===== config.mk =====
export PLATFORM = sky130hd
export DESIGN_NAME = shim_seg_build_flat
export DESIGN_NICKNAME = d
export VERILOG_FILES = /design/src/design/shim_epl_pkg.sv /design/src/design/shim_pb_pkg.sv /design/src/design/shim_seg_if.sv /design/src/design/shim_seg_build.sv /design/src/flat_wrapper.sv
export SDC_FILE = /design/constraint.sdc
export NUM_CORES = 2
export LEC_CHECK = 0
export BUFFER_PORTS_ARGS = -buffer_cell sky130_fd_sc_hd__buf_4
export CORE_AREA = 2 2 645 647
export CTS_CLUSTER_SIZE = 30
export DETAILED_ROUTE_END_ITERATION = 10
export DIE_AREA = 0 0 647 649
export PLACE_DENSITY = 0.5
export REMOVE_ABC_BUFFERS = 1
export SLEW_MARGIN = 5
export SYNTH_ARGS = -nofsm -noshare
export SYNTH_HDL_FRONTEND = slang
export SYNTH_SLANG_ARGS = --single-unit
export TNS_END_PERCENT = 1

===== constraint.sdc =====
create_clock -name cclk -period 15.75 [get_ports cclk]
set_input_delay 0.7875 -clock cclk [delete_from_list [all_inputs] [get_ports cclk]]
set_output_delay 0.7875 -clock cclk [all_outputs]
set_load 0.02 [all_outputs]

===== src/design/shim_epl_pkg.sv =====
// --------------------
// epl side types for the ingress shim
// words, valid mask, port number, metadata views and timestamp
// --------------------

`default_nettype none

package shim_epl_pkg;

  // words delivered per epl beat
  localparam int WORDS_PER_CYC = 8;

  typedef logic [63:0] word_t;
  typedef logic [WORDS_PER_CYC-1:0] word_mask_t;
  typedef logic [1:0] epl_port_t;
  typedef logic [31:0] epl_ts_t;
  typedef logic [2:0] epl_tc_t;

  // --------------------
  // metadata word
  // --------------------
  // sop and eop flags sit in bits 15 and 14 in both views

  typedef struct packed {
    logic        sop;
    logic        eop;
    logic [10:0] rsvd;
    epl_tc_t     tc;
  } epl_md_sop_t;

  typedef struct packed {
    logic        sop;
    logic        eop;
    logic [12:0] rsvd;
    logic        err;
  } epl_md_eop_t;

  // start beats are read through sop_v, end beats through eop_v
  typedef union packed {
    epl_md_sop_t sop_v;
    epl_md_eop_t eop_v;
  } epl_md_u;

endpackage

`default_nettype wire


===== src/design/shim_pb_pkg.sv =====
// --------------------
// packet buffer side types for the ingress shim
// segment payload, segment metadata and fill count
// --------------------

`default_nettype none

package shim_pb_pkg;

  import shim_epl_pkg::*;

  localparam int NUM_PORTS = 4;
  localparam int SEG_WORDS = 8;

  // 64 byte segment, word 0 is the first word of the segment
  typedef word_t [SEG_WORDS-1:0] seg_data_t;

  // fill count of a partial segment, also used as word count
  typedef logic [3:0] fill_t;

  // count value of a complete segment
  localparam fill_t SEG_FULL = fill_t'(SEG_WORDS);

  // --------------------
  // segment metadata
  // --------------------
  typedef struct packed {
    logic    sop;
    logic    eop;
    // words in the segment, 1 to 8
    fill_t   cnt;
    // taken from the sop beat of the frame
    epl_tc_t tc;
    // only meaningful with eop
    logic    err;
    epl_ts_t ts;
  } seg_md_t;

endpackage

`default_nettype wire


===== src/design/shim_seg_if.sv =====
// --------------------
// per port segment control
// carries append and emit strobes from control to builder
// --------------------

`default_nettype none

interface shim_seg_if
  import shim_pb_pkg::*;
();

  // append this beat's words behind the current fill
  logic    seg_wr;
  // fill count before the append
  fill_t   fill;
  logic    emit_full;
  logic    emit_tail;
  // words in the tail segment
  fill_t   tail_cnt;
  // metadata of the first segment leaving this beat
  seg_md_t seg_md;

  modport ctrl (
    output seg_wr, fill, emit_full, emit_tail, tail_cnt, seg_md
  );

  modport build (
    input seg_wr, fill, emit_full, emit_tail, tail_cnt, seg_md
  );

endinterface

`default_nettype wire


===== src/design/shim_seg_build.sv =====
// --------------------
// per port segment builder
// packs words behind the fill and registers leaving segments
// --------------------

`default_nettype none

module shim_seg_build
  import shim_epl_pkg::*;
  import shim_pb_pkg::*;
(
  input  logic                      cclk,
  input  logic                      rst,
  input  word_t [WORDS_PER_CYC-1:0] i_words,
  shim_seg_if.build                 seg,
  output logic [1:0]                o_pb_v,
  output seg_data_t [1:0]           o_pb_data,
  output seg_md_t [1:0]             o_pb_md
);

  logic                      p_wr;
  logic                      p_full;
  logic                      p_tail;
  fill_t                     p_fill;
  fill_t                     p_tcnt;
  seg_md_t                   p_md;
  word_t [WORDS_PER_CYC-1:0] p_words;

  seg_data_t                 acc_q;
  word_t [2*SEG_WORDS-1:0]   ext;
  seg_md_t                   md0;
  seg_md_t                   md1;

  // --------------------
  // control stage
  // --------------------
  always_ff @(posedge cclk) begin
    if (rst) begin
      p_wr   <= 1'b0;
      p_full <= 1'b0;
      p_tail <= 1'b0;
    end else begin
      p_wr   <= seg.seg_wr;
      p_full <= seg.emit_full;
      p_tail <= seg.emit_tail;
    end
  end

  always_ff @(posedge cclk) begin
    p_fill  <= seg.fill;
    p_tcnt  <= seg.tail_cnt;
    p_md    <= seg.seg_md;
    p_words <= i_words;
  end

  // kept words below the fill, new words above, overflow in the top half
  always_comb begin
    int f;
    f   = int'(p_fill);
    ext = '0;
    for (int j = 0; j < 2*SEG_WORDS; j++) begin
      if (j < f) begin
        ext[j] = acc_q[j];
      end else if (j - f < WORDS_PER_CYC) begin
        ext[j] = p_words[j - f];
      end
    end
  end

  // a spilled tail takes the eop, the full segment keeps the sop
  always_comb begin
    md0     = p_md;
    md0.eop = p_md.eop && !(p_full && p_tail);
    md0.err = p_md.err && !(p_full && p_tail);
    md1     = p_md;
    md1.sop = 1'b0;
    md1.cnt = p_tcnt;
  end

  // leftover words move down after a full segment leaves
  always_ff @(posedge cclk) begin
    if (p_wr) begin
      acc_q <= p_full ? ext[2*SEG_WORDS-1:SEG_WORDS] : ext[SEG_WORDS-1:0];
    end
  end

  // --------------------
  // output slots
  // --------------------
  always_ff @(posedge cclk) begin
    if (rst) begin
      o_pb_v <= '0;
    end else begin
      o_pb_v <= {p_full && p_tail, p_full || p_tail};
    end
  end

  always_ff @(posedge cclk) begin
    if (p_full || p_tail) begin
      o_pb_data[0] <= ext[SEG_WORDS-1:0];
      o_pb_data[1] <= ext[2*SEG_WORDS-1:SEG_WORDS];
      o_pb_md[0]   <= md0;
      o_pb_md[1]   <= md1;
    end
  end

endmodule

`default_nettype wire


===== src/flat_wrapper.sv =====
// flat-port wrapper written by rule: the top's interface ports become plain ports
module shim_seg_build_flat import shim_epl_pkg::*; import shim_pb_pkg::*;
  (cclk, rst, i_words, o_pb_v, o_pb_data, o_pb_md, seg_seg_wr, seg_fill, seg_emit_full, seg_emit_tail, seg_tail_cnt, seg_seg_md);
  shim_seg_if seg_i ();
  input  logic cclk;
  input  logic rst;
  input  word_t [WORDS_PER_CYC-1:0] i_words;
  output logic [1:0] o_pb_v;
  output seg_data_t [1:0] o_pb_data;
  output seg_md_t [1:0] o_pb_md;
  input wire logic [$bits(seg_i.seg_wr)-1:0] seg_seg_wr;
  input wire logic [$bits(seg_i.fill)-1:0] seg_fill;
  input wire logic [$bits(seg_i.emit_full)-1:0] seg_emit_full;
  input wire logic [$bits(seg_i.emit_tail)-1:0] seg_emit_tail;
  input wire logic [$bits(seg_i.tail_cnt)-1:0] seg_tail_cnt;
  input wire logic [$bits(seg_i.seg_md)-1:0] seg_seg_md;
  assign seg_i.seg_wr = seg_seg_wr;
  assign seg_i.fill = seg_fill;
  assign seg_i.emit_full = seg_emit_full;
  assign seg_i.emit_tail = seg_emit_tail;
  assign seg_i.tail_cnt = seg_tail_cnt;
  assign seg_i.seg_md = seg_seg_md;
  shim_seg_build u_core (.cclk(cclk), .rst(rst), .i_words(i_words), .seg(seg_i), .o_pb_v(o_pb_v), .o_pb_data(o_pb_data), .o_pb_md(o_pb_md));
endmodule

# == Word level (Yosys, flattened, before mapping) ==
# Cells that the tools add are included.
# word_totals
regBits,2151
output_inout_bits,1110
in_bits,567
# classes
n_mux,80
reduce_logical,5
magnitude_cmp,47
n_addsub,16
# ops
cell,count
$mux W64,63
$bmux W64 S3,16
$lt A32 B5 Y1 const B,32
$mux W512,1
$sub A4 B4 Y5 const A,8
$lt A4 B4 Y1 const A,7
$sub A3 B4 Y5 const A,4
$lt A3 B4 Y1 const A,4
$sub A1 B4 Y5 const A,2
$sub A2 B4 Y5 const A,2
$lt A1 B4 Y1 const A,2
$lt A2 B4 Y1 const A,2
$logic_and A1 B1 Y1,3
$logic_not A1 Y1,1
$logic_or A1 B1 Y1,1

# == Depth between registers and ports, before layout ==
# logic_depth
word_depth,7
mapped_depth,15

# == Least setup slack after synthesis ==
# OpenSTA, ideal clock, no wires.
# synth_path
path_kind,register to register
startpoint,register u_core.p_full
endpoint,register u_core.o_pb_data[0] (netlist name)
t_arrival_ns,13.691
path_slack_ns,1.052
synth_period_minus_slack_ns,14.698
setup_ns,1.007
stages_incl_launch_ff,4
path_cell_list,dfxtp_1 -> buf_2 -> buf_1 -> or2_2
# synth_between
elab_chain_cells,1
# synth_rtl
element,line,source
from (decl),shim_seg_build.sv:22,logic p_full;
from (signal assigned),shim_seg_build.sv:44,p_full <= seg.emit_full;
$logic_or A1 B1 Y1,shim_seg_build.sv:99,if (p_full || p_tail) begin
# No other way between the ends.
# A chain may end at the register's enable or synchronous reset.

==> impl_metrics.json <==
{
  "run_status": "finished clean",
  "stdcell_area_sq_um": 129900,
  "synthArstFlopShare_pct": 0,
  "cellLeakagePower_nw": 50.40,
  "drt-total-wl_mm": 471.3,
  "period_needed_ps": 6576,
  "grt_first_pass_wirelength_mm": 629.6,
  "critPathArrivalTime_ps": 7220,
  "ys_ff_latch": 2151,
  "synthSimpleGateAreaFrac_pct": 6.940,
  "cts_num_sinks": 2151,
  "fin_skew_ps": 67.64,
  "rows": 236,
  "synth.avg_cell_area_sq_um": 13.35,
  "synthTopCellsByArea": "edfxtp_1 (49%), dfxtp_1 (12%), mux2i_1 (9.2%), mux4_2 (7.4%), nand2_1 (3.5%)",
  "grt_max_degree": 151,
  "fillers": 41037,
  "syn_area_sq_um": 97050,
  "yosysWarnings": 0,
  "vias": 74951,
  "synth_mux_area_share_pct": 18.90,
  "clk_latency_ps": 930,
  "synth_compound_area_share_pct": 9.480,
  "clock_tree.root_cell": "clkbuf_16",
  "power_density_nw_per_um2": 130.9,
  "synth_cell_types": 44,
  "hold_path_class": "input pin to register",
  "drc": 0,
  "die_w_microns": 647,
  "port-buffer-count": 1675,
  "synth_ff_type": "edfxtp_1",
  "p_total_mw": 17.01,
  "die_area_sq_um": 419900,
  "rsz0062_at_grt": "false",
  "antenna_found_initial": 69,
  "grt_usage_pct": 21.45,
  "slew_violations": 0,
  "worstSetupEndpointType": "register",
  "synth-edff-count": 1584,
  "core_area_sq_um": 412500,
  "drive_above_1_share_pct": 31.19,
  "routedWlPerCell_microns": 31.34,
  "post_cts_buffers": 0,
  "grt_remaining_overflow": 0,
  "final_nets": 9880,
  "crit_type": "register to register",
  "post-dp-hpwl_mm": 334.7,
  "synth_xor_area_share_pct": 0.06833,
  "cts_tree": "built",
  "synth_top_area_share_pct": 49.01,
  "cts_buffers": 266,
  "dr.pass1.iters": 6,
  "multi_input_area_sq_um": 34720,
  "grt_pass1_vias": 73715,
  "setup-tns-final_ps": 0,
  "timing.final.crit_share_pct": 41.75,
  "seq_area_sq_um": 58940,
  "drtIter0Drc": 8056,
  "avgViaCountPerCell": 4.984,
  "cap_violations": 0,
  "start_util_pct": 23.53,
  "die_h_microns": 649,
  "clockBufferDepth": 4,
  "ir_drop_mv": 0.07841,
  "clk_pin_slew_ps": 60,
  "cts.htree.levels": 5,
  "yosys.area_share.adder_pct": 0.1160,
  "finalSetupViolations": 0,
  "gp_congestion": 0.8916,
  "io_pins": 1677,
  "syn_inst": 7268,
  "cp_max_fo": 106,
  "synth_top_family_by_area": "multiplexers",
  "placed_area_sq_um": 115000,
  "hold_violations": 0,
  "antenna_left": 0,
  "area_delta_synth_final_pct": 33.86,
  "max_freq_ghz": 0.1521,
  "startpoint_type": "register",
  "ys_seq_area_share_pct": 60.71,
  "tightestPinTransition_ps": 1238,
  "synth_area_leader_cell": "edfxtp_1",
  "crit_required_ps": 16400,
  "slew-limit-headroom_pct": 17.46,
  "ctsResizeCount": 0
}
==> routing by layer <==
metal | up-vias | wire length [microns] | GRT usage [%]
li1 | 31782 | - | -
met1 | 38202 | 182500 | 26.02
met2 | 4017 | 221900 | 35.27
met3 | 926 | 34900 | 4.149
met4 | 24 | 31780 | 12.77
met5 | - | 138 | 0
==> synthesized netlist by cell type (all sizes together) (6+ instances only) <==
master      n
nor2      519
nand3     257
a21o        6
mux2i     896
inv       133
o221ai    320
mux2      192
a21oi      69
dfxtp     567
o22ai     192
nand2     904
ha          9
buf       347
mux4      320
clkbuf    284
o21ai     516
edfxtp   1584
o2bb2ai   128
==> critical path, stage by stage (launching register included) <==
cell	delay [ps]
dfxtp_4	930
inv_8	410
ha_4	930
buf_4	770
buf_4	800
buf_12	530
mux4_2	610
o221ai_2	200
o21ai_1	140
mux2_2	330
==> final cells by class <==
| type | count | share of cell area, % |
|---|---|---|
| flip-flops and latches | 2151 | 45.37 |
| clock inverters | 120 | 1.142 |
| multi-input cells | 4352 | 26.73 |
| well taps | 5474 | 5.272 |
| repair buffers | 2399 | 15.10 |
| clock buffers | 369 | 5.905 |
| inverters | 134 | 0.4142 |
| diodes | 38 | 0.07320 |
==> power breakdown <==
part | switching, mW | internal (mW) | total (mW)
Combinational | 2.17 | 1.28 | 3.46
Sequential | 0.378 | 6.74 | 7.12
Clock | 2.70 | 3.73 | 6.43
Total | 5.25 | 11.8 | 17.0
==> final timing paths <==
check,depth (start not counted),slack (ps),end,startpoint
max,9,9170,u_core.acc_q[144]$_DFFE_PP_,u_core.p_fill[1]$_DFF_P_
min,2,120,u_core.p_wr$_SDFF_PP0_,rst
max reg2reg,9,9170,u_core.acc_q[144]$_DFFE_PP_,u_core.p_fill[1]$_DFF_P_
min reg2reg,0,400,u_core.o_pb_md[18]$_DFFE_PP_,u_core.md0[18]$_DFF_P_
==> flip-flops by register name (all words and copies together), names as in the netlist <==
name              count
u_core.acc_q        512
u_core.o_pb_data   1024
u_core.p_wr           1
u_core.p_full         1
u_core.p_tcnt         4
u_core.md1            2
u_core.p_words      512
u_core.o_pb_md       48
u_core.o_pb_v         2
u_core.p_fill         4
u_core.md0           40
u_core.p_tail         1
==> cells by family (layout without fill, tap and decap cells) <==
| family | Yosys count | in the layout |
|---|---|---|
| other cells | 1 | 39 |
| simple gates | 1696 | 1696 |
| compound gates | 1233 | 1233 |
| mux | 1408 | 1408 |
| flops | 2151 | 2151 |
| fa+ha+maj | 9 | 9 |
| xor+xnor | 5 | 5 |
| buf+inv | 765 | 3022 |
==> metrics by stage <==
stage	util (%)	hold slack, ps	worst slack [ps]	instances
6_report	31.49	122.4	9174	15037
5_1_grt	31.48	48.83	8912	15023
4_1_cts	31.47	7.888	9245	14999
3_5_place_dp	27.88	388.7	9281	13945
3_3_place_gp	27.88	385.6	9362	13945
2_1_floorplan	-	385.5	-23310	6637
==> cell usage in the layout (no fill, tap or decap), drive strengths merged, types with 128 or more instances in the layout <==
cell type and instances:
buf 1834, edfxtp 1584, nand2 904, mux2i 896, dfxtp 567, dlygate4sd3 565, nor2 519, o21ai 516
clkbuf 369, mux4 320, o221ai 320, nand3 257, mux2 192, o22ai 192, inv 148, o2bb2ai 128
==> timing repair <==
action / CTS / global route
endpoints found under the setup margin: 0 / 0
hold buffers: 565 / 0
hold endpoints to repair: 565 / 0
Note: power is estimated with default switching activity, not from simulation.
