==> config.mk <==
export PLATFORM = sky130hd
export DESIGN_NAME = shim_seg_ctrl_flat
export DESIGN_NICKNAME = d
export VERILOG_FILES = /design/src/design/shim_epl_pkg.sv /design/src/design/shim_pb_pkg.sv /design/src/design/shim_seg_if.sv /design/src/design/shim_seg_ctrl.sv /design/src/flat_wrapper.sv
export SDC_FILE = /design/constraint.sdc
export NUM_CORES = 1
export LEC_CHECK = 0
export BUFFER_PORTS_ARGS = -buffer_cell sky130_fd_sc_hd__buf_2
export CELL_PAD_IN_SITES_DETAIL_PLACEMENT = 1
export CELL_PAD_IN_SITES_GLOBAL_PLACEMENT = 2
export CORE_MARGIN = 8
export CORE_UTILIZATION = 26
export CTS_BUF_LIST = sky130_fd_sc_hd__clkbuf_8
export DETAILED_ROUTE_END_ITERATION = 10
export PLACE_DENSITY = 0.95
export SLEW_MARGIN = 20
export SYNTH_ARGS = -nofsm -noshare
export SYNTH_HDL_FRONTEND = slang
export SYNTH_SLANG_ARGS = --single-unit
==> constraint.sdc <==
create_clock -name cclk -period 16.44 [get_ports cclk]
set_input_delay 3.288 -clock cclk [delete_from_list [all_inputs] [get_ports cclk]]
set_output_delay 3.288 -clock cclk [all_outputs]
set_load 0.01 [all_outputs]
==> src/design/shim_epl_pkg.sv <==
// --------------------
// epl side types for the ingress shim
// words, valid mask, port number, metadata views and timestamp
// --------------------

`default_nettype none

package shim_epl_pkg;

  // words delivered per epl beat
  localparam int WORDS_PER_CYC = 8;

  typedef logic [63:0] word_t;
  typedef logic [WORDS_PER_CYC-1:0] word_mask_t;
  typedef logic [1:0] epl_port_t;
  typedef logic [31:0] epl_ts_t;
  typedef logic [2:0] epl_tc_t;

  // --------------------
  // metadata word
  // --------------------
  // sop and eop flags sit in bits 15 and 14 in both views

  typedef struct packed {
    logic        sop;
    logic        eop;
    logic [10:0] rsvd;
    epl_tc_t     tc;
  } epl_md_sop_t;

  typedef struct packed {
    logic        sop;
    logic        eop;
    logic [12:0] rsvd;
    logic        err;
  } epl_md_eop_t;

  // start beats are read through sop_v, end beats through eop_v
  typedef union packed {
    epl_md_sop_t sop_v;
    epl_md_eop_t eop_v;
  } epl_md_u;

endpackage

`default_nettype wire

==> src/design/shim_pb_pkg.sv <==
// --------------------
// packet buffer side types for the ingress shim
// segment payload, segment metadata and fill count
// --------------------

`default_nettype none

package shim_pb_pkg;

  import shim_epl_pkg::*;

  localparam int NUM_PORTS = 4;
  localparam int SEG_WORDS = 8;

  // 64 byte segment, word 0 is the first word of the segment
  typedef word_t [SEG_WORDS-1:0] seg_data_t;

  // fill count of a partial segment, also used as word count
  typedef logic [3:0] fill_t;

  // count value of a complete segment
  localparam fill_t SEG_FULL = fill_t'(SEG_WORDS);

  // --------------------
  // segment metadata
  // --------------------
  typedef struct packed {
    logic    sop;
    logic    eop;
    // words in the segment, 1 to 8
    fill_t   cnt;
    // taken from the sop beat of the frame
    epl_tc_t tc;
    // only meaningful with eop
    logic    err;
    epl_ts_t ts;
  } seg_md_t;

endpackage

`default_nettype wire

==> src/design/shim_seg_if.sv <==
// --------------------
// per port segment control
// carries append and emit strobes from control to builder
// --------------------

`default_nettype none

interface shim_seg_if
  import shim_pb_pkg::*;
();

  // append this beat's words behind the current fill
  logic    seg_wr;
  // fill count before the append
  fill_t   fill;
  logic    emit_full;
  logic    emit_tail;
  // words in the tail segment
  fill_t   tail_cnt;
  // metadata of the first segment leaving this beat
  seg_md_t seg_md;

  modport ctrl (
    output seg_wr, fill, emit_full, emit_tail, tail_cnt, seg_md
  );

  modport build (
    input seg_wr, fill, emit_full, emit_tail, tail_cnt, seg_md
  );

endinterface

`default_nettype wire

==> src/design/shim_seg_ctrl.sv <==
// --------------------
// per port segment control
// tracks fill and frame state, decides when segments leave
// --------------------

`default_nettype none

module shim_seg_ctrl
  import shim_epl_pkg::*;
  import shim_pb_pkg::*;
(
  input  logic       cclk,
  input  logic       rst,
  input  logic       i_port_e,
  input  word_mask_t i_word_v,
  input  epl_md_u    i_md,
  input  epl_ts_t    i_ts,
  shim_seg_if.ctrl   seg
);

  fill_t   fill_q;
  logic    in_frame_q;
  // no segment of the current frame has left yet
  logic    sop_pend_q;
  epl_tc_t tc_q;
  epl_ts_t ts_q;

  fill_t   n_words;
  fill_t   sum;
  fill_t   rem;
  logic    is_sop;
  logic    is_eop;
  logic    full;
  logic    tail;
  seg_md_t md;

  always_comb begin
    n_words = '0;
    for (int i = 0; i < WORDS_PER_CYC; i++) begin
      n_words = n_words + fill_t'(i_word_v[i]);
    end
  end

  // flags share their bit positions, either view works here
  assign is_sop = i_port_e && i_md.sop_v.sop;
  assign is_eop = i_port_e && i_md.eop_v.eop;

  // at most 7 + 8, fits in the fill width
  assign sum  = fill_q + n_words;
  assign full = i_port_e && (sum >= SEG_FULL);
  assign rem  = full ? sum - SEG_FULL : sum;
  assign tail = is_eop && (rem != '0);

  // --------------------
  // segment metadata
  // --------------------
  always_comb begin
    md     = '0;
    md.sop = is_sop || sop_pend_q;
    md.eop = is_eop;
    md.cnt = full ? SEG_FULL : rem;
    md.tc  = is_sop ? i_md.sop_v.tc : tc_q;
    md.err = is_eop && i_md.eop_v.err;
    md.ts  = is_sop ? i_ts : ts_q;
  end

  assign seg.seg_wr    = i_port_e;
  assign seg.fill      = fill_q;
  assign seg.emit_full = full;
  assign seg.emit_tail = tail;
  assign seg.tail_cnt  = rem;
  assign seg.seg_md    = md;

  // --------------------
  // state update
  // --------------------
  always_ff @(posedge cclk) begin
    if (rst) begin
      fill_q     <= '0;
      in_frame_q <= 1'b0;
      sop_pend_q <= 1'b0;
    end else if (i_port_e) begin
      fill_q     <= is_eop ? '0 : rem;
      in_frame_q <= (in_frame_q || is_sop) && !is_eop;
      sop_pend_q <= (sop_pend_q || is_sop) && !(full || tail);
    end
  end

  // frame attributes held for the later segments
  always_ff @(posedge cclk) begin
    if (is_sop) begin
      tc_q <= i_md.sop_v.tc;
      ts_q <= i_ts;
    end
  end

  a_sop_in_frame : assert property (
    @(posedge cclk) disable iff (rst)
    is_sop |-> !in_frame_q
  ) else $error("sop received while port already in frame");

  a_words_no_frame : assert property (
    @(posedge cclk) disable iff (rst)
    (i_port_e && !in_frame_q) |-> is_sop
  ) else $error("words received outside a frame without sop");

endmodule

`default_nettype wire

==> src/flat_wrapper.sv <==
// flat-port wrapper written by rule: the top's interface ports become plain ports
module shim_seg_ctrl_flat import shim_epl_pkg::*; import shim_pb_pkg::*;
  (cclk, rst, i_port_e, i_word_v, i_md, i_ts, seg_seg_wr, seg_fill, seg_emit_full, seg_emit_tail, seg_tail_cnt, seg_seg_md);
  shim_seg_if seg_i ();
  input  logic cclk;
  input  logic rst;
  input  logic i_port_e;
  input  word_mask_t i_word_v;
  input  epl_md_u i_md;
  input  epl_ts_t i_ts;
  output wire logic [$bits(seg_i.seg_wr)-1:0] seg_seg_wr;
  output wire logic [$bits(seg_i.fill)-1:0] seg_fill;
  output wire logic [$bits(seg_i.emit_full)-1:0] seg_emit_full;
  output wire logic [$bits(seg_i.emit_tail)-1:0] seg_emit_tail;
  output wire logic [$bits(seg_i.tail_cnt)-1:0] seg_tail_cnt;
  output wire logic [$bits(seg_i.seg_md)-1:0] seg_seg_md;
  assign seg_seg_wr = seg_i.seg_wr;
  assign seg_fill = seg_i.fill;
  assign seg_emit_full = seg_i.emit_full;
  assign seg_emit_tail = seg_i.emit_tail;
  assign seg_tail_cnt = seg_i.tail_cnt;
  assign seg_seg_md = seg_i.seg_md;
  shim_seg_ctrl u_core (.cclk(cclk), .rst(rst), .i_port_e(i_port_e), .i_word_v(i_word_v), .i_md(i_md), .i_ts(i_ts), .seg(seg_i));
endmodule
After elaboration in Yosys (flattened, before gate mapping)
Cells that the tools add are included.

Add/sub/neg operators: 9. Multiply operators: 0. Div/mod/pow operators: 0. $lt $le $gt $ge: 1. Equal/unequal tests: 0. Shift-type cells: 0. Multiplexer cells: 5. Bitwise logic cells: 0. Reduce and logical (&&, ||, !) cells: 10.

Operator list (number): 2-to-1 mux 32 bit (1); adder 4 x 1 -> 4 bit (6); 2-to-1 mux 4 bit (3); logical AND 1 bit (6); adder 4 bit (1); greater-or-equal comparator 4 bit, second input constant (1); nonzero test 4 bit (1); subtractor 4 bit, second input constant (1); 2-to-1 mux 3 bit (1); adder 1 x 1 -> 2 bit (1); logical OR 1 bit (2); zero test 1 bit (1).

Register bits after elaboration: 40. Latch bits: 0. Memory bits (writable): 0. Memory bits (read-only): 0. Output and inout port bits: 53. Logic and storage cells: 29. Memories kept: 0.

Depth between registers and ports, before layout
Depth in word-level cells: 16. Gate-level depth with buffers: 14. Mapped depth without buffers: 14.

Least setup slack after synthesis
OpenSTA, ideal clock, no wires.

Kind: input -> output. Start point: in i_word_v[0]. End point: out seg_emit_tail. Data arrival time: 6.651 ns. Required time: 13.152 ns. Path slack: 6.501 ns. Cell stages on the path: 13. Path buffers: 0. Path through: ha_1 > inv_1 > fa_1 > fa_1 > fa_1 > inv_1 > ha_1 > a21o_1 > a21oi_1 > xnor2_1 > nand2_1 > ha_1 > o41a_1.

Cells in the longest elaborated chain, start to end: 13.

Ends and longest elaborated chain: start: declaration (RTL line flat_wrapper.sv:8) `input word_mask_t i_word_v;`; adder 1 x 1 -> 2 bit (*) (RTL line shim_seg_ctrl.sv:40) `n_words = n_words + fill_t'(i_word_v[i]);`; adder 4 x 1 -> 4 bit (*) (6 in a row) (RTL line shim_seg_ctrl.sv:40); adder 4 bit (*) (RTL line shim_seg_ctrl.sv:49) `assign sum = fill_q + n_words;`; greater-or-equal comparator 4 bit (RTL line shim_seg_ctrl.sv:50) `assign full = i_port_e && (sum >= SEG_FULL);`; logical AND 1 bit (RTL line shim_seg_ctrl.sv:50); 2-to-1 mux 4 bit (*) (RTL line shim_seg_ctrl.sv:51) `assign rem = full ? sum - SEG_FULL : sum;`; net seg_tail_cnt[3] (RTL line flat_wrapper.sv:15) `output wire logic [$bits(seg_i.tail_cnt)-1:0] seg_tail_cnt;`; nonzero test 4 bit (*) (RTL line shim_seg_ctrl.sv:52) `assign tail = is_eop && (rem != '0);`; logical AND 1 bit (*) (RTL line shim_seg_ctrl.sv:52); end: declaration (RTL line flat_wrapper.sv:14) `output wire logic [$bits(seg_i.emit_tail)-1:0] seg_emit_tail;`.

The timed path passes the listed nets; every way through them passes the cells marked *.

Final worst setup path
Start point: in i_word_v[0]. End point: out seg_emit_tail.

Cells in the longest elaborated chain, start to end: 13.

Ends and longest elaborated chain (RTL line): adder 1 x 1 -> 2 bit (*) (shim_seg_ctrl.sv:40); adder 4 x 1 -> 4 bit (*) (6 in a row) (shim_seg_ctrl.sv:40); adder 4 bit (*) (shim_seg_ctrl.sv:49); greater-or-equal comparator 4 bit (shim_seg_ctrl.sv:50); logical AND 1 bit (shim_seg_ctrl.sv:50); 2-to-1 mux 4 bit (*) (shim_seg_ctrl.sv:51); nonzero test 4 bit (*) (shim_seg_ctrl.sv:52); logical AND 1 bit (*) (shim_seg_ctrl.sv:52).

Mark *: on every way between the ends. The rest lies on a longest branch, timed or not.

==> results.json <==
{
  "slowest_delay_ns": 0.50,
  "routedWlPerCell_um": 14.3,
  "finalMaxSlewViolations": 0,
  "synth-edff-count": 0,
  "ys_seq_area_share_pct": 47.0,
  "antenna_found_initial": 0,
  "setup_viol": 0,
  "initial_core_util_pct": 26.9,
  "synth_common_cells": "dfxtp_1, mux2_2, inv_1, ha_1, a21oi_1",
  "p_leak_nw": 1.23,
  "grt_usage_pct": 9.60,
  "p_sw_share_pct": 33.8,
  "synth_warnings": 0,
  "hold_buffers": 0,
  "setup_ws_ns": 6.11,
  "synth_seq_cells": 40,
  "comb_power_share_pct": 40.2,
  "cts_buffers": 5,
  "portBuffers": 100,
  "clk_path_buf_depth": 2,
  "clock_sinks": 40,
  "seq_power_share_pct": 34.6,
  "htreeDepth": 2,
  "tightest_slew_ns": 0.616,
  "rsz0062_at_grt": "false",
  "finalCritPeriodShare_pct": 62.8,
  "drc": 0,
  "fp.dieW_um": 97.0,
  "ant_nets": 0,
  "area_growth_pct": 40.4,
  "fp-row-count": 29,
  "postSynthAreaPerCell_um2": 11.9,
  "critical_path_class": "input port to output port",
  "postCtsSetupBuffers": 0,
  "cts_resized": 0,
  "via_per_inst": 4.26,
  "internal_power_mw": 0.223,
  "dieHeight_um": 97.0,
  "cp_slowest_cell": "fa_1",
  "rr_endpoint": "u_core.sop_pend_q$_SDFFE_PP0P_",
  "routed_wl_um": 4610,
  "grt-ovfl-total": 0,
  "crit_fanout": 7,
  "yosys.area.top_type_share_pct": 47.0,
  "p_sw_mw": 0.114,
  "root_buffer": "clkbuf_8",
  "yosys.area.top_type": "dfxtp_1",
  "min_period_ns": 10.33,
  "drtPass1Iterations": 4,
  "async_flop_share_pct": 0,
  "n_antenna_cell": 0,
  "startpoint_type": "input port",
  "synth_most_common_cell": "dfxtp_1",
  "seq_area_um2": 801,
  "clock_power_share_pct": 25.2,
  "worst-endpoint-required_ns": 13.15,
  "final_cells": 322,
  "clkTransAtPathRegs_ns": 0.08,
  "worstHoldPathType": "register to register",
  "crit_buf_inv": 4,
  "clk_latency_ns": 0.28,
  "ir_drop_mv": 0.0683,
  "r2r_start": "u_core.seg.fill[1]$_SDFFE_PP0P_",
  "netlist_area_um2": 1710,
  "fillers": 757,
  "place.detailed.instances": 314,
  "grt_max_degree": 24,
  "synthFlopType": "dfxtp_1",
  "fmaxAchievable_ghz": 0.0968,
  "io-pin-count": 112,
  "power.density_nw_per_um2": 141,
  "clock_skew_ns": 0.000300,
  "ys_types": 25,
  "layout.nets": 317,
  "dieArea_um2": 9410,
  "min-delay-start": "u_core.ts_q[10]$_DFF_P_",
  "dr_total_vias": 1373,
  "pre_cts_ws_ns": 6.07,
  "synth_area_leaders": "dfxtp_1, mux2_2, ha_1",
  "globalplace.congestion": 0.672,
  "crit_chain": "buf_2 > ha_1 > inv_1 > fa_1 > fa_1 > fa_1 > inv_1 > ha_1 > a21o_1 > a21oi_1 > xnor2_1 > nand2_1 > ha_1 > o41a_1 > buf_2",
  "drive_gt1_share_pct": 60.0,
  "slew_headroom_pct": 58.7,
  "multiInputGateArea_um2": 800,
  "power_mw": 0.336,
  "first_global_vias": 1560,
  "grt_pass1_wl_um": 7490,
  "syn_nets": 216,
  "hpwl_um": 3900,
  "postSynthCellCount": 143,
  "core-area_um2": 6350,
  "drtIter0Drc": 17,
  "final_util_pct": 37.7,
  "rrSetupSlack_ns": 12.90,
  "status": "finished clean",
  "worstRegToRegCells": 11,
  "holdPathStages": 1,
  "hold_violations": 0,
  "cap_viol_max_count": 0,
  "worstSetupEndpointType": "output port",
  "final.setup.tns_ns": 0,
  "holdPathEnd": "u_core.ts_q[10]$_DFF_P_",
  "cts_tree": "yes",
  "cp_top_family": "adder cells",
  "worst_ep_arrival_time_ns": 7.04
}
[power by group through the flow]
stage	clock network, mW	registers [mW]	logic (mW)
3_5_place_dp	0	0.119	0.138
3_3_place_gp	0	0.118	0.136
6_report	0.0847	0.117	0.135
4_1_cts	0.0877	0.117	0.139
5_1_grt	0.0918	0.118	0.151
2_1_floorplan	0	0.118	0.0836
[kinds of logic after synthesis]
kind of cell | Yosys count | share of synthesized area (%)
AOI/OAI and AO/OA | 10 | 4.26
xor gates and xnor gates | 4 | 2.50
adders and majority gates | 14 | 12.0
buffers and inverters | 25 | 6.16
DFF | 40 | 47.0
muxes | 37 | 24.3
and+or+nand+nor | 13 | 3.82
[worst max-delay path by stage]
stage	end	cells past startpoint	slack (ns)	startpoint
floorplan	seg_emit_tail	13	6.50	i_word_v[0]
global placement	seg_emit_tail	15	6.12	i_word_v[0]
detailed placement	seg_emit_tail	15	6.07	i_word_v[0]
CTS	seg_emit_tail	15	6.07	i_word_v[0]
global route	seg_emit_tail	15	5.86	i_word_v[0]
finish	seg_emit_tail	15	6.11	i_word_v[0]
[worst register-to-register path: cells and delay by family, from the launching register on]
| family | cells | cell delay [ns] |
|---|---|---|
| compound gates | 4 | 0.92 |
| fa+ha+maj | 5 | 1.55 |
| flops | 1 | 0.33 |
| xor+xnor | 1 | 0.51 |
| simple gates | 1 | 0.12 |
[per-layer routing]
layer / wire length (um) / GRT usage (%) / vias to the layer above
met5: 0 / 0 / -
met4: 27 / 2.49 / 0
met3: 531 / 5.76 / 5
met2: 2280 / 16.4 / 59
met1: 1770 / 9.69 / 636
li1: - / - / 673
[flip-flops by register name, summed over array words and instances, names as in the netlist]
name,cells
u_core.sop_pend_q,1
u_core.ts_q,32
u_core.seg.fill,4
u_core.tc_q,3
[cells in the final DEF, fill, tap and decap left out, types with 2 or more instances in the layout]
| cell type | instances |
|---|---|
| a21oi_1 | 5 |
| and2_1 | 2 |
| buf_2 | 100 |
| clkbuf_8 | 6 |
| dfxtp_1 | 40 |
| fa_1 | 4 |
| ha_1 | 10 |
| inv_1 | 17 |
| mux2_2 | 35 |
| mux2i_1 | 2 |
| nand2_1 | 3 |
| nor2_1 | 4 |
| xnor2_1 | 3 |
[metrics by stage]
step / hold WS (ns) / area (um^2)
after global routing: 0.487 / 2390
after CTS: 0.479 / 2390
after global placement: 0.452 / 2270
final: 0.475 / 2390
after floorplan: 0.491 / 1710
after detailed placement: 0.457 / 2270
[final cells by class]
cell class                      instances  area share [%]
Clock buffer                            6            3.45
Sequential cell                        40            33.5
Tap cell                               77            4.03
Timing Repair Buffer                  101            21.2
Multi-Input combinational cell         78            33.4
Clock inverter                          2            1.62
Inverter                               18            2.82
Power figures use the tool's default switching activity.
