===== src/design/shim_epl_pkg.sv =====
// --------------------
// epl side types for the ingress shim
// words, valid mask, port number, metadata views and timestamp
// --------------------

`default_nettype none

package shim_epl_pkg;

  // words delivered per epl beat
  localparam int WORDS_PER_CYC = 8;

  typedef logic [63:0] word_t;
  typedef logic [WORDS_PER_CYC-1:0] word_mask_t;
  typedef logic [1:0] epl_port_t;
  typedef logic [31:0] epl_ts_t;
  typedef logic [2:0] epl_tc_t;

  // --------------------
  // metadata word
  // --------------------
  // sop and eop flags sit in bits 15 and 14 in both views

  typedef struct packed {
    logic        sop;
    logic        eop;
    logic [10:0] rsvd;
    epl_tc_t     tc;
  } epl_md_sop_t;

  typedef struct packed {
    logic        sop;
    logic        eop;
    logic [12:0] rsvd;
    logic        err;
  } epl_md_eop_t;

  // start beats are read through sop_v, end beats through eop_v
  typedef union packed {
    epl_md_sop_t sop_v;
    epl_md_eop_t eop_v;
  } epl_md_u;

endpackage

`default_nettype wire


===== src/design/shim_pb_pkg.sv =====
// --------------------
// packet buffer side types for the ingress shim
// segment payload, segment metadata and fill count
// --------------------

`default_nettype none

package shim_pb_pkg;

  import shim_epl_pkg::*;

  localparam int NUM_PORTS = 4;
  localparam int SEG_WORDS = 8;

  // 64 byte segment, word 0 is the first word of the segment
  typedef word_t [SEG_WORDS-1:0] seg_data_t;

  // fill count of a partial segment, also used as word count
  typedef logic [3:0] fill_t;

  // count value of a complete segment
  localparam fill_t SEG_FULL = fill_t'(SEG_WORDS);

  // --------------------
  // segment metadata
  // --------------------
  typedef struct packed {
    logic    sop;
    logic    eop;
    // words in the segment, 1 to 8
    fill_t   cnt;
    // taken from the sop beat of the frame
    epl_tc_t tc;
    // only meaningful with eop
    logic    err;
    epl_ts_t ts;
  } seg_md_t;

endpackage

`default_nettype wire


===== src/design/shim_rx_decode.sv =====
// --------------------
// epl input stage
// registers the beat and decodes the port to a one-hot enable
// --------------------

`default_nettype none

module shim_rx_decode
  import shim_epl_pkg::*;
  import shim_pb_pkg::*;
(
  input  logic                      cclk,
  input  logic                      rst,
  input  word_mask_t                i_rx_v,
  input  epl_port_t                 i_rx_port,
  input  word_t [WORDS_PER_CYC-1:0] i_rx_data,
  input  epl_md_u                   i_rx_md,
  input  epl_ts_t                   i_rx_ts,
  output logic [NUM_PORTS-1:0]      o_port_e,
  output word_t [WORDS_PER_CYC-1:0] o_words,
  output word_mask_t                o_word_v,
  output epl_md_u                   o_md,
  output epl_ts_t                   o_ts
);

  logic [NUM_PORTS-1:0] port_dec;

  // empty beats enable no port
  always_comb begin
    port_dec = '0;
    if (|i_rx_v) begin
      port_dec[i_rx_port] = 1'b1;
    end
  end

  // --------------------
  // staging flops
  // --------------------
  always_ff @(posedge cclk) begin
    if (rst) begin
      o_port_e <= '0;
      o_word_v <= '0;
    end else begin
      o_port_e <= port_dec;
      o_word_v <= i_rx_v;
    end
  end

  // invalid words are staged as zero so the builder pads with zeros
  always_ff @(posedge cclk) begin
    o_md <= i_rx_md;
    o_ts <= i_rx_ts;
    for (int i = 0; i < WORDS_PER_CYC; i++) begin
      o_words[i] <= i_rx_v[i] ? i_rx_data[i] : '0;
    end
  end

  // epl fills words from word 0 upward without gaps
  a_mask_contig : assert property (
    @(posedge cclk) disable iff (rst)
    (i_rx_v & (i_rx_v + 1'b1)) == '0
  ) else $error("epl word mask not contiguous from word 0");

endmodule

`default_nettype wire


===== config.mk =====
export PLATFORM = sky130hd
export DESIGN_NAME = shim_rx_decode
export DESIGN_NICKNAME = d
export VERILOG_FILES = /design/src/design/shim_epl_pkg.sv /design/src/design/shim_pb_pkg.sv /design/src/design/shim_rx_decode.sv
export SDC_FILE = /design/constraint.sdc
export NUM_CORES = 1
export LEC_CHECK = 0
export BUFFER_PORTS_ARGS = -buffer_cell sky130_fd_sc_hd__buf_2
export CORE_AREA = 5 5 449 451
export DETAILED_ROUTE_END_ITERATION = 7
export DIE_AREA = 0 0 454 456
export GPL_ROUTABILITY_DRIVEN = 0
export PLACE_DENSITY_LB_ADDON = 0.2
export REMOVE_ABC_BUFFERS = 1
export SETUP_SLACK_MARGIN = 0.15
export SYNTH_ARGS = -nofsm -noshare
export SYNTH_HDL_FRONTEND = slang
export SYNTH_SLANG_ARGS = --single-unit

===== constraint.sdc =====
create_clock -name cclk -period 0.8 [get_ports cclk]
set_input_delay 0.04 -clock cclk [delete_from_list [all_inputs] [get_ports cclk]]
set_output_delay 0.04 -clock cclk [all_outputs]
set_load 0.02 [all_outputs]

== After elaboration in Yosys (flattened, before gate mapping) ==
Cells that the tools add are included.
Operators by class
  muxes and demuxes: 2
  order comparisons: 2
  reduce and logical (&&, ||, !) cells: 3
  bitwise gates (word level): 1
Operator list (count)
  $reduce_or 8->1: 1
  $lt 2x3->1 const B: 1
  $demux 1 s2: 1
  $ge 2x1->1 const B: 1
  $reduce_or 2->1: 1
  $logic_and 1x1->1: 1
  $mux 1: 1
  $not 1->1: 1
Storage, ports and cells
  flip-flop bits (word level): 572
  output and inout port bits: 572
  logic and storage cells: 20

== Depth between registers and ports, before layout ==
Gate-level depths: netlist (run 1).
  word-level depth: 4
  depth in mapped cells: 3
  depth with buffers taken out: 2

== Least setup slack after synthesis (run 1) ==
No wires, ideal clock.
  path type: input to register
  from: input port i_rx_v[1]
  to: register o_port_e[0]
  buffers on the path: 0
  stages on the path: 2
  data arrival time: 557 ps
  path slack: 96 ps
  data required time: 652 ps
  cell sequence: nor4_2 a2111oi_1
On the way
  word-level cells in the longest chain between the ends: 3
Ends and longest elaborated chain
  from (decl): RTL line shim_rx_decode.sv:14  | input word_mask_t i_rx_v,
  $reduce_or 8->1: RTL line shim_rx_decode.sv:31  | if (|i_rx_v) begin
  $not 1->1 (no source line)
  $reduce_or 2->1 (no source line)
  to (signal assigned): RTL line shim_rx_decode.sv:44  | o_port_e <= port_dec;
  to (decl): RTL line shim_rx_decode.sv:19  | output logic [NUM_PORTS-1:0] o_port_e,
No other way between the ends.
A chain may end at the register's enable or synchronous reset.

== Worst setup path after layout (run 1) ==
  from: register o_words[510] (netlist name)
  to: output port o_words[510] (netlist name)
RTL lines
  from (decl): RTL line shim_rx_decode.sv:20  | output word_t [WORDS_PER_CYC-1:0] o_words,
  from (signal, indexed assignment): RTL line shim_rx_decode.sv:54  | o_words[i] <= i_rx_v[i] ? i_rx_data[i] : '0;
No word-level cell between the ends.

==> results.json, run 1 <==
{
  "p_comb_share_pct": 15.8,
  "clk_pin_slew_ps": 60,
  "worst_ep_arrival_time_ps": 1290,
  "grt_start_max_net_pins": 66,
  "async_flop_share_pct": 0,
  "synth.largest_area_cell": "dfxtp_1",
  "grt_pass1_vias": 17200,
  "path_buf_inv": 2,
  "clock-sinks": 572,
  "relSlewSlack_pct": 62.2,
  "hp-class": "in2reg",
  "p_int_w": 0.0584,
  "start_util_pct": 7.65,
  "io_pins": 1144,
  "netSwitchingPower_w": 0.0213,
  "overflow": 0,
  "drt_wl_total_mm": 123,
  "max_slew.worst_pin.slew_ps": 567,
  "status": "complete, but fails checks",
  "swShare_pct": 26.8,
  "synth_edf_count": 0,
  "rsz0062_at_grt": "true",
  "die_width_um": 454,
  "path_delay_family": "flip-flops",
  "hpwl_mm": 101,
  "vias": 15500,
  "yosys_most_used_dff": "dfxtp_1",
  "whs_ps": -157,
  "holdPathStages": 3,
  "worstSetupPathType": "reg2out",
  "die_y_um": 456,
  "ys_types": 10,
  "synthTopCellsByCount": "572 x dfxtp_1, 512 x and2_1, 40 x clkbuf_2, 9 x buf_2",
  "postCtsSetupRepairBufs": 0,
  "ir_worst_vdd_mv": 1.34,
  "fmax_ghz": 0.754,
  "final_core_util_pct": 19.4,
  "syn_area_um2": 15100,
  "critPathSlowestCell": "dfxtp_2",
  "worstHoldEndpoint": "o_words[469]",
  "first_pass_iters": 5,
  "endpoint_kind": "output port",
  "numCtsBuffers": 76,
  "root_buffer": "clkbuf_16",
  "required_ps": 760,
  "fillers": 21600,
  "crit_start": "o_words[510]",
  "yosys.area.top_type_share_pct": 76.1,
  "synth_cells": 1157,
  "drv_cap": 0,
  "core_area_um2": 197000,
  "ys_warn_count": 0,
  "syn2layout_area_growth_pct": 154,
  "p_seq_share_pct": 39.4,
  "worstSetupStartpointType": "flop",
  "antenna_found_initial": 28,
  "power_density_nw_per_um2": 2080,
  "drt-initial-drc-count": 824,
  "vias_per_cell": 2.72,
  "yosysSeqAreaShare_pct": 76.1,
  "nets": 3563,
  "critPathMaxStageDelay_ps": 330,
  "fin_ws_ps": -527,
  "placed_cell_area_um2": 24900,
  "drv_slew": 0,
  "synth.most_common_cell": "dfxtp_1",
  "final_area_um2": 38300,
  "hold_viol": 39,
  "synth-seq-cells": 572,
  "clock_power_share_pct": 44.8,
  "cts_tree": "yes",
  "hp-start": "i_rx_v[7]",
  "crit_top_cell": "buf_12",
  "critPathMaxFanout": 1,
  "violations": "hold timing, setup timing",
  "path_cells": "buf_12 > buf_12",
  "min_period_ps": 1330,
  "wl_per_cell_um": 21.5,
  "setup_viol": 664,
  "grt_pass1_wl_mm": 158,
  "num_rows": 163,
  "avgSynthCellArea_um2": 13.0,
  "p_total_w": 0.0797,
  "die_area_um2": 207000,
  "drive_above_1_share_pct": 62.3,
  "timing.final.crit_share_pct": 166,
  "clockBufferDepth": 3,
  "drtAntennaViolNets": 0,
  "numPortBuffers": 1143,
  "grtUsageTotal_pct": 11.3,
  "power.leakage_nw": 16.5,
  "synth_area_leaders": "dfxtp_1 76%, and2_1 21%, clkbuf_2 1.3%",
  "htree_levels": 3,
  "drc": 0
}
-- cell type report --
class | instances | area [um^2] | area share [%]
Antenna cell | 17 | 42.5 | 0.111
Clock buffer | 110 | 2160 | 5.64
Clock inverter | 24 | 434 | 1.13
Inverter | 2 | 7.51 | 0.0196
Multi-Input combinational cell | 526 | 3350 | 8.75
Sequential cell | 572 | 12400 | 32.3
Tap cell | 2640 | 3300 | 8.63
Timing Repair Buffer | 1813 | 16600 | 43.4
-- cell families after synthesis --
logic type | share of synthesized area, %
buffers and inverters | 1.88
AO/OA/AOI/OAI | 0.299
flip-flops | 76.1
AND/OR/NAND/NOR | 21.8
-- power groups by stage --
stage / registers, W / logic, W / clock network [W]
global placement: 0.0315 / 0.00820 / 0
finish: 0.0314 / 0.0126 / 0.0357
detailed placement: 0.0315 / 0.00816 / 0
global route: 0.0315 / 0.0133 / 0.0382
floorplan: 0.0330 / 0.000849 / 0
CTS: 0.0314 / 0.0127 / 0.0372
-- through the flow --
stage | setup WS, ps | instances | hold WS, ps | TNS, ps
after detailed placement | -401 | 4944 | 144 | -36430
final | -527 | 5704 | -157 | -219360
after global placement | -340 | 4944 | 142 | -37930
after global routing | -606 | 5695 | -202 | -259320
after floorplan | 95.6 | 1100 | 67.7 | 0
after CTS | -620 | 5692 | -236 | -272200
-- layer usage --
| metal | global-route usage, % | up-vias | share of wire [%] | routed length (um) |
|---|---|---|---|---|
| met5 | 0 | - | 0.011 | 14 |
| li1 | - | 7201 | - | - |
| met4 | 3.61 | 4 | 2.7 | 3300 |
| met2 | 17.5 | 758 | 45 | 54700 |
| met1 | 13.5 | 7388 | 41 | 49800 |
| met3 | 5.99 | 140 | 12 | 15000 |
-- worst max-delay path by stage --
stage	slack (ps)	cells after the start	end
global placement	-340	4	o_port_e[3]
floorplan	100	2	o_port_e[0]
CTS	-620	2	o_words[510]
finish	-530	2	o_words[510]
global route	-610	2	o_words[510]
detailed placement	-400	4	o_port_e[2]
-- registers in the layout, indices dropped and copies added (netlist names) --
signal / flops
o_words: 512
o_word_v: 8
o_ts: 32
o_port_e: 4
o_md: 16
-- worst min-delay path: stages --
cell and delay [ps]:
buf_2 120, buf_12 170, and2_1 140
-- placed cells by master (no fill, tap or decap), types with 3 or more instances in the layout --
cell type / instances
nor2b_1: 8
clkbuf_1: 21
dfxtp_4: 78
dlymetal6s4s_1: 5
dlygate4sd3_1: 603
buf_8: 30
diode_2: 17
buf_6: 528
clkbuf_8: 13
clkbuf_16: 77
buf_4: 22
and2_1: 511
buf_12: 53
clkinv_2: 4
a2111oi_2: 4
dfxtp_2: 494
clkinv_16: 3
inv_6: 5
buf_2: 571
bufinv_16: 7
-- timing repair --
action | in CTS | in global routing
hold buffers | 614 | 13
setup endpoints to repair | 572 | 862
gates cloned | 0 | 1
gates resized for setup | 1796 | 27
endpoints found under the hold margin | 572 | 128
(Power assumes the default switching activity.)
==> run 2, diff against run 1 <==
--- a/config.mk
+++ b/config.mk
@@ -7,6 +7,7 @@
 export LEC_CHECK = 0
 export BUFFER_PORTS_ARGS = -buffer_cell sky130_fd_sc_hd__buf_2
 export CORE_AREA = 5 5 449 451
+export CTS_BUF_LIST = sky130_fd_sc_hd__clkbuf_2 sky130_fd_sc_hd__clkbuf_4 sky130_fd_sc_hd__clkbuf_8
 export DETAILED_ROUTE_END_ITERATION = 7
 export DIE_AREA = 0 0 454 456
 export GPL_ROUTABILITY_DRIVEN = 0
==> run 2 against run 1 <==
Compared with the run above:
- the run now fails in clock tree synthesis
- synthesized cell count stayed put
- area after synthesis is the same
==> results.json, run 2 <==
{
  "status": "did not finish",
  "stop_stage": "clock tree synthesis",
  "stop_error": "[ERROR RSZ-0060] Max buffer count reached.",
  "synth_top_family_by_area": "simple AND/OR/NAND/NOR gates",
  "muxShareOfSynthArea_pct": 0,
  "synth_fa_ha_area_share_pct": 0,
  "die_y_um": 456,
  "postCtsSetupRepairBufs": 0,
  "num_rows": 163,
  "start_util_pct": 7.65,
  "synthSimpleGateAreaFrac_pct": 21.8,
  "die_width_um": 454,
  "synth_cells": 1157,
  "yosysSeqAreaShare_pct": 76.1,
  "synth_edf_count": 0,
  "synth_area_leaders": "dfxtp_1 76%, and2_1 21%, clkbuf_2 1.3%",
  "htree_levels": 3,
  "async_flop_share_pct": 0,
  "yosys_most_used_dff": "dfxtp_1",
  "ys_warn_count": 0,
  "dp.cells": 4944,
  "root_buffer": "clkbuf_8",
  "synth-seq-cells": 572,
  "synthTopCellsByCount": "572 x dfxtp_1, 512 x and2_1, 40 x clkbuf_2, 9 x buf_2",
  "synth.most_common_cell": "dfxtp_1",
  "synth_compound_area_share_pct": 0.299,
  "ctsResizeCount": 1796,
  "hold_buffers": 1032,
  "clock-sinks": 572,
  "synth-xor-area-share_pct": 0,
  "syn_area_um2": 15100,
  "avgSynthCellArea_um2": 13.0,
  "yosys.area.top_type_share_pct": 76.1,
  "hpwl_mm": 101,
  "synth.largest_area_cell": "dfxtp_1",
  "io_pins": 1144,
  "numPortBuffers": 1143,
  "numCtsBuffers": 114,
  "ys_types": 10,
  "clockBufferDepth": 3
}
==> run 2: cell counts after synthesis <==
Identical to the previous run, type by type.
==> run 2: cell families after synthesis <==
| logic type | Yosys count |
|---|---|
| flip-flops | 572 |
| AND/OR/NAND/NOR | 522 |
| AO/OA/AOI/OAI | 4 |
| buffers and inverters | 59 |
==> run 2: per-stage QoR <==
stage	setup slack (ps)	setup TNS, ps	hold WS, ps	cell area [um^2]	utilization (%)
2_1_floorplan	95.6	0	67.7	14800	-
3_3_place_gp	-340	-37930	142	24900	12.7
3_5_place_dp	-401	-36430	144	24900	12.7
==> run 3, diff against run 2 <==
==> config.mk (replaced) <==
export PLATFORM = sky130hd
export DESIGN_NAME = shim_rx_decode
export DESIGN_NICKNAME = d
export VERILOG_FILES = /design/src/design/shim_epl_pkg.sv /design/src/design/shim_pb_pkg.sv /design/src/design/shim_rx_decode.sv
export SDC_FILE = /design/constraint.sdc
export NUM_CORES = 1
export LEC_CHECK = 0
export BUFFER_PORTS_ARGS = -buffer_cell sky130_fd_sc_hd__buf_2
export CORE_AREA = 5 5 447 449
export DETAILED_ROUTE_END_ITERATION = 7
export DIE_AREA = 0 0 452 454
export GPL_ROUTABILITY_DRIVEN = 0
export PLACE_DENSITY_LB_ADDON = 0.15
export REMOVE_ABC_BUFFERS = 1
export SYNTH_ARGS = -nofsm -noshare
export SYNTH_HDL_FRONTEND = slang
export SYNTH_SLANG_ARGS = --single-unit
==> run 3 against run 2 <==
Compared with the run above:
- the flow again stops in clock tree synthesis
- area after synthesis is the same
- synthesized cell count is the same
==> results.json, run 3 <==
{
  "synth.most_common_cell": "dfxtp_1",
  "die_width_um": 452,
  "async_flop_share_pct": 0,
  "ctsResizeCount": 1779,
  "synth.largest_area_cell": "dfxtp_1",
  "place_ws_ps": -477,
  "synth-seq-cells": 572,
  "root_buffer": "clkbuf_16",
  "ys_warn_count": 0,
  "muxShareOfSynthArea_pct": 0,
  "synth-xor-area-share_pct": 0,
  "synthTopCellsByCount": "572 x dfxtp_1, 512 x and2_1, 40 x clkbuf_2, 9 x buf_2",
  "io_pins": 1144,
  "hold_buffers": 999,
  "hpwl_mm": 104,
  "stop_stage": "clock tree synthesis",
  "synth_top_family_by_area": "simple AND/OR/NAND/NOR gates",
  "clock-sinks": 572,
  "synthSimpleGateAreaFrac_pct": 21.8,
  "synth_fa_ha_area_share_pct": 0,
  "yosysSeqAreaShare_pct": 76.1,
  "status": "did not finish",
  "synth_area_leaders": "dfxtp_1 76%, and2_1 21%, clkbuf_2 1.3%",
  "placed_cell_area_um2": 24800,
  "avgSynthCellArea_um2": 13.0,
  "syn_area_um2": 15100,
  "synth_edf_count": 0,
  "start_util_pct": 7.69,
  "synth_compound_area_share_pct": 0.299,
  "yosys.area.top_type_share_pct": 76.1,
  "num_rows": 163,
  "numCtsBuffers": 81,
  "dp.cells": 4871,
  "numPortBuffers": 1143,
  "postCtsSetupRepairBufs": 0,
  "ys_types": 10,
  "die_y_um": 454,
  "clockBufferDepth": 3,
  "htree_levels": 3,
  "yosys_most_used_dff": "dfxtp_1",
  "synth_cells": 1157,
  "stop_error": "[ERROR RSZ-0060] Max buffer count reached."
}
==> run 3: cell counts after synthesis <==
No cell type changed its count.
==> run 3: kinds of logic after synthesis <==
| group | after synthesis |
|---|---|
| flip-flops | 572 |
| AO/OA/AOI/OAI | 4 |
| AND/OR/NAND/NOR | 522 |
| buffers and inverters | 59 |
==> run 3: metrics by stage <==
| step | utilization [%] | TNS [ps] |
|---|---|---|
| after global placement | 12.7 | -24160 |
| after detailed placement | 12.7 | -24000 |
| after floorplan | - | 0 |
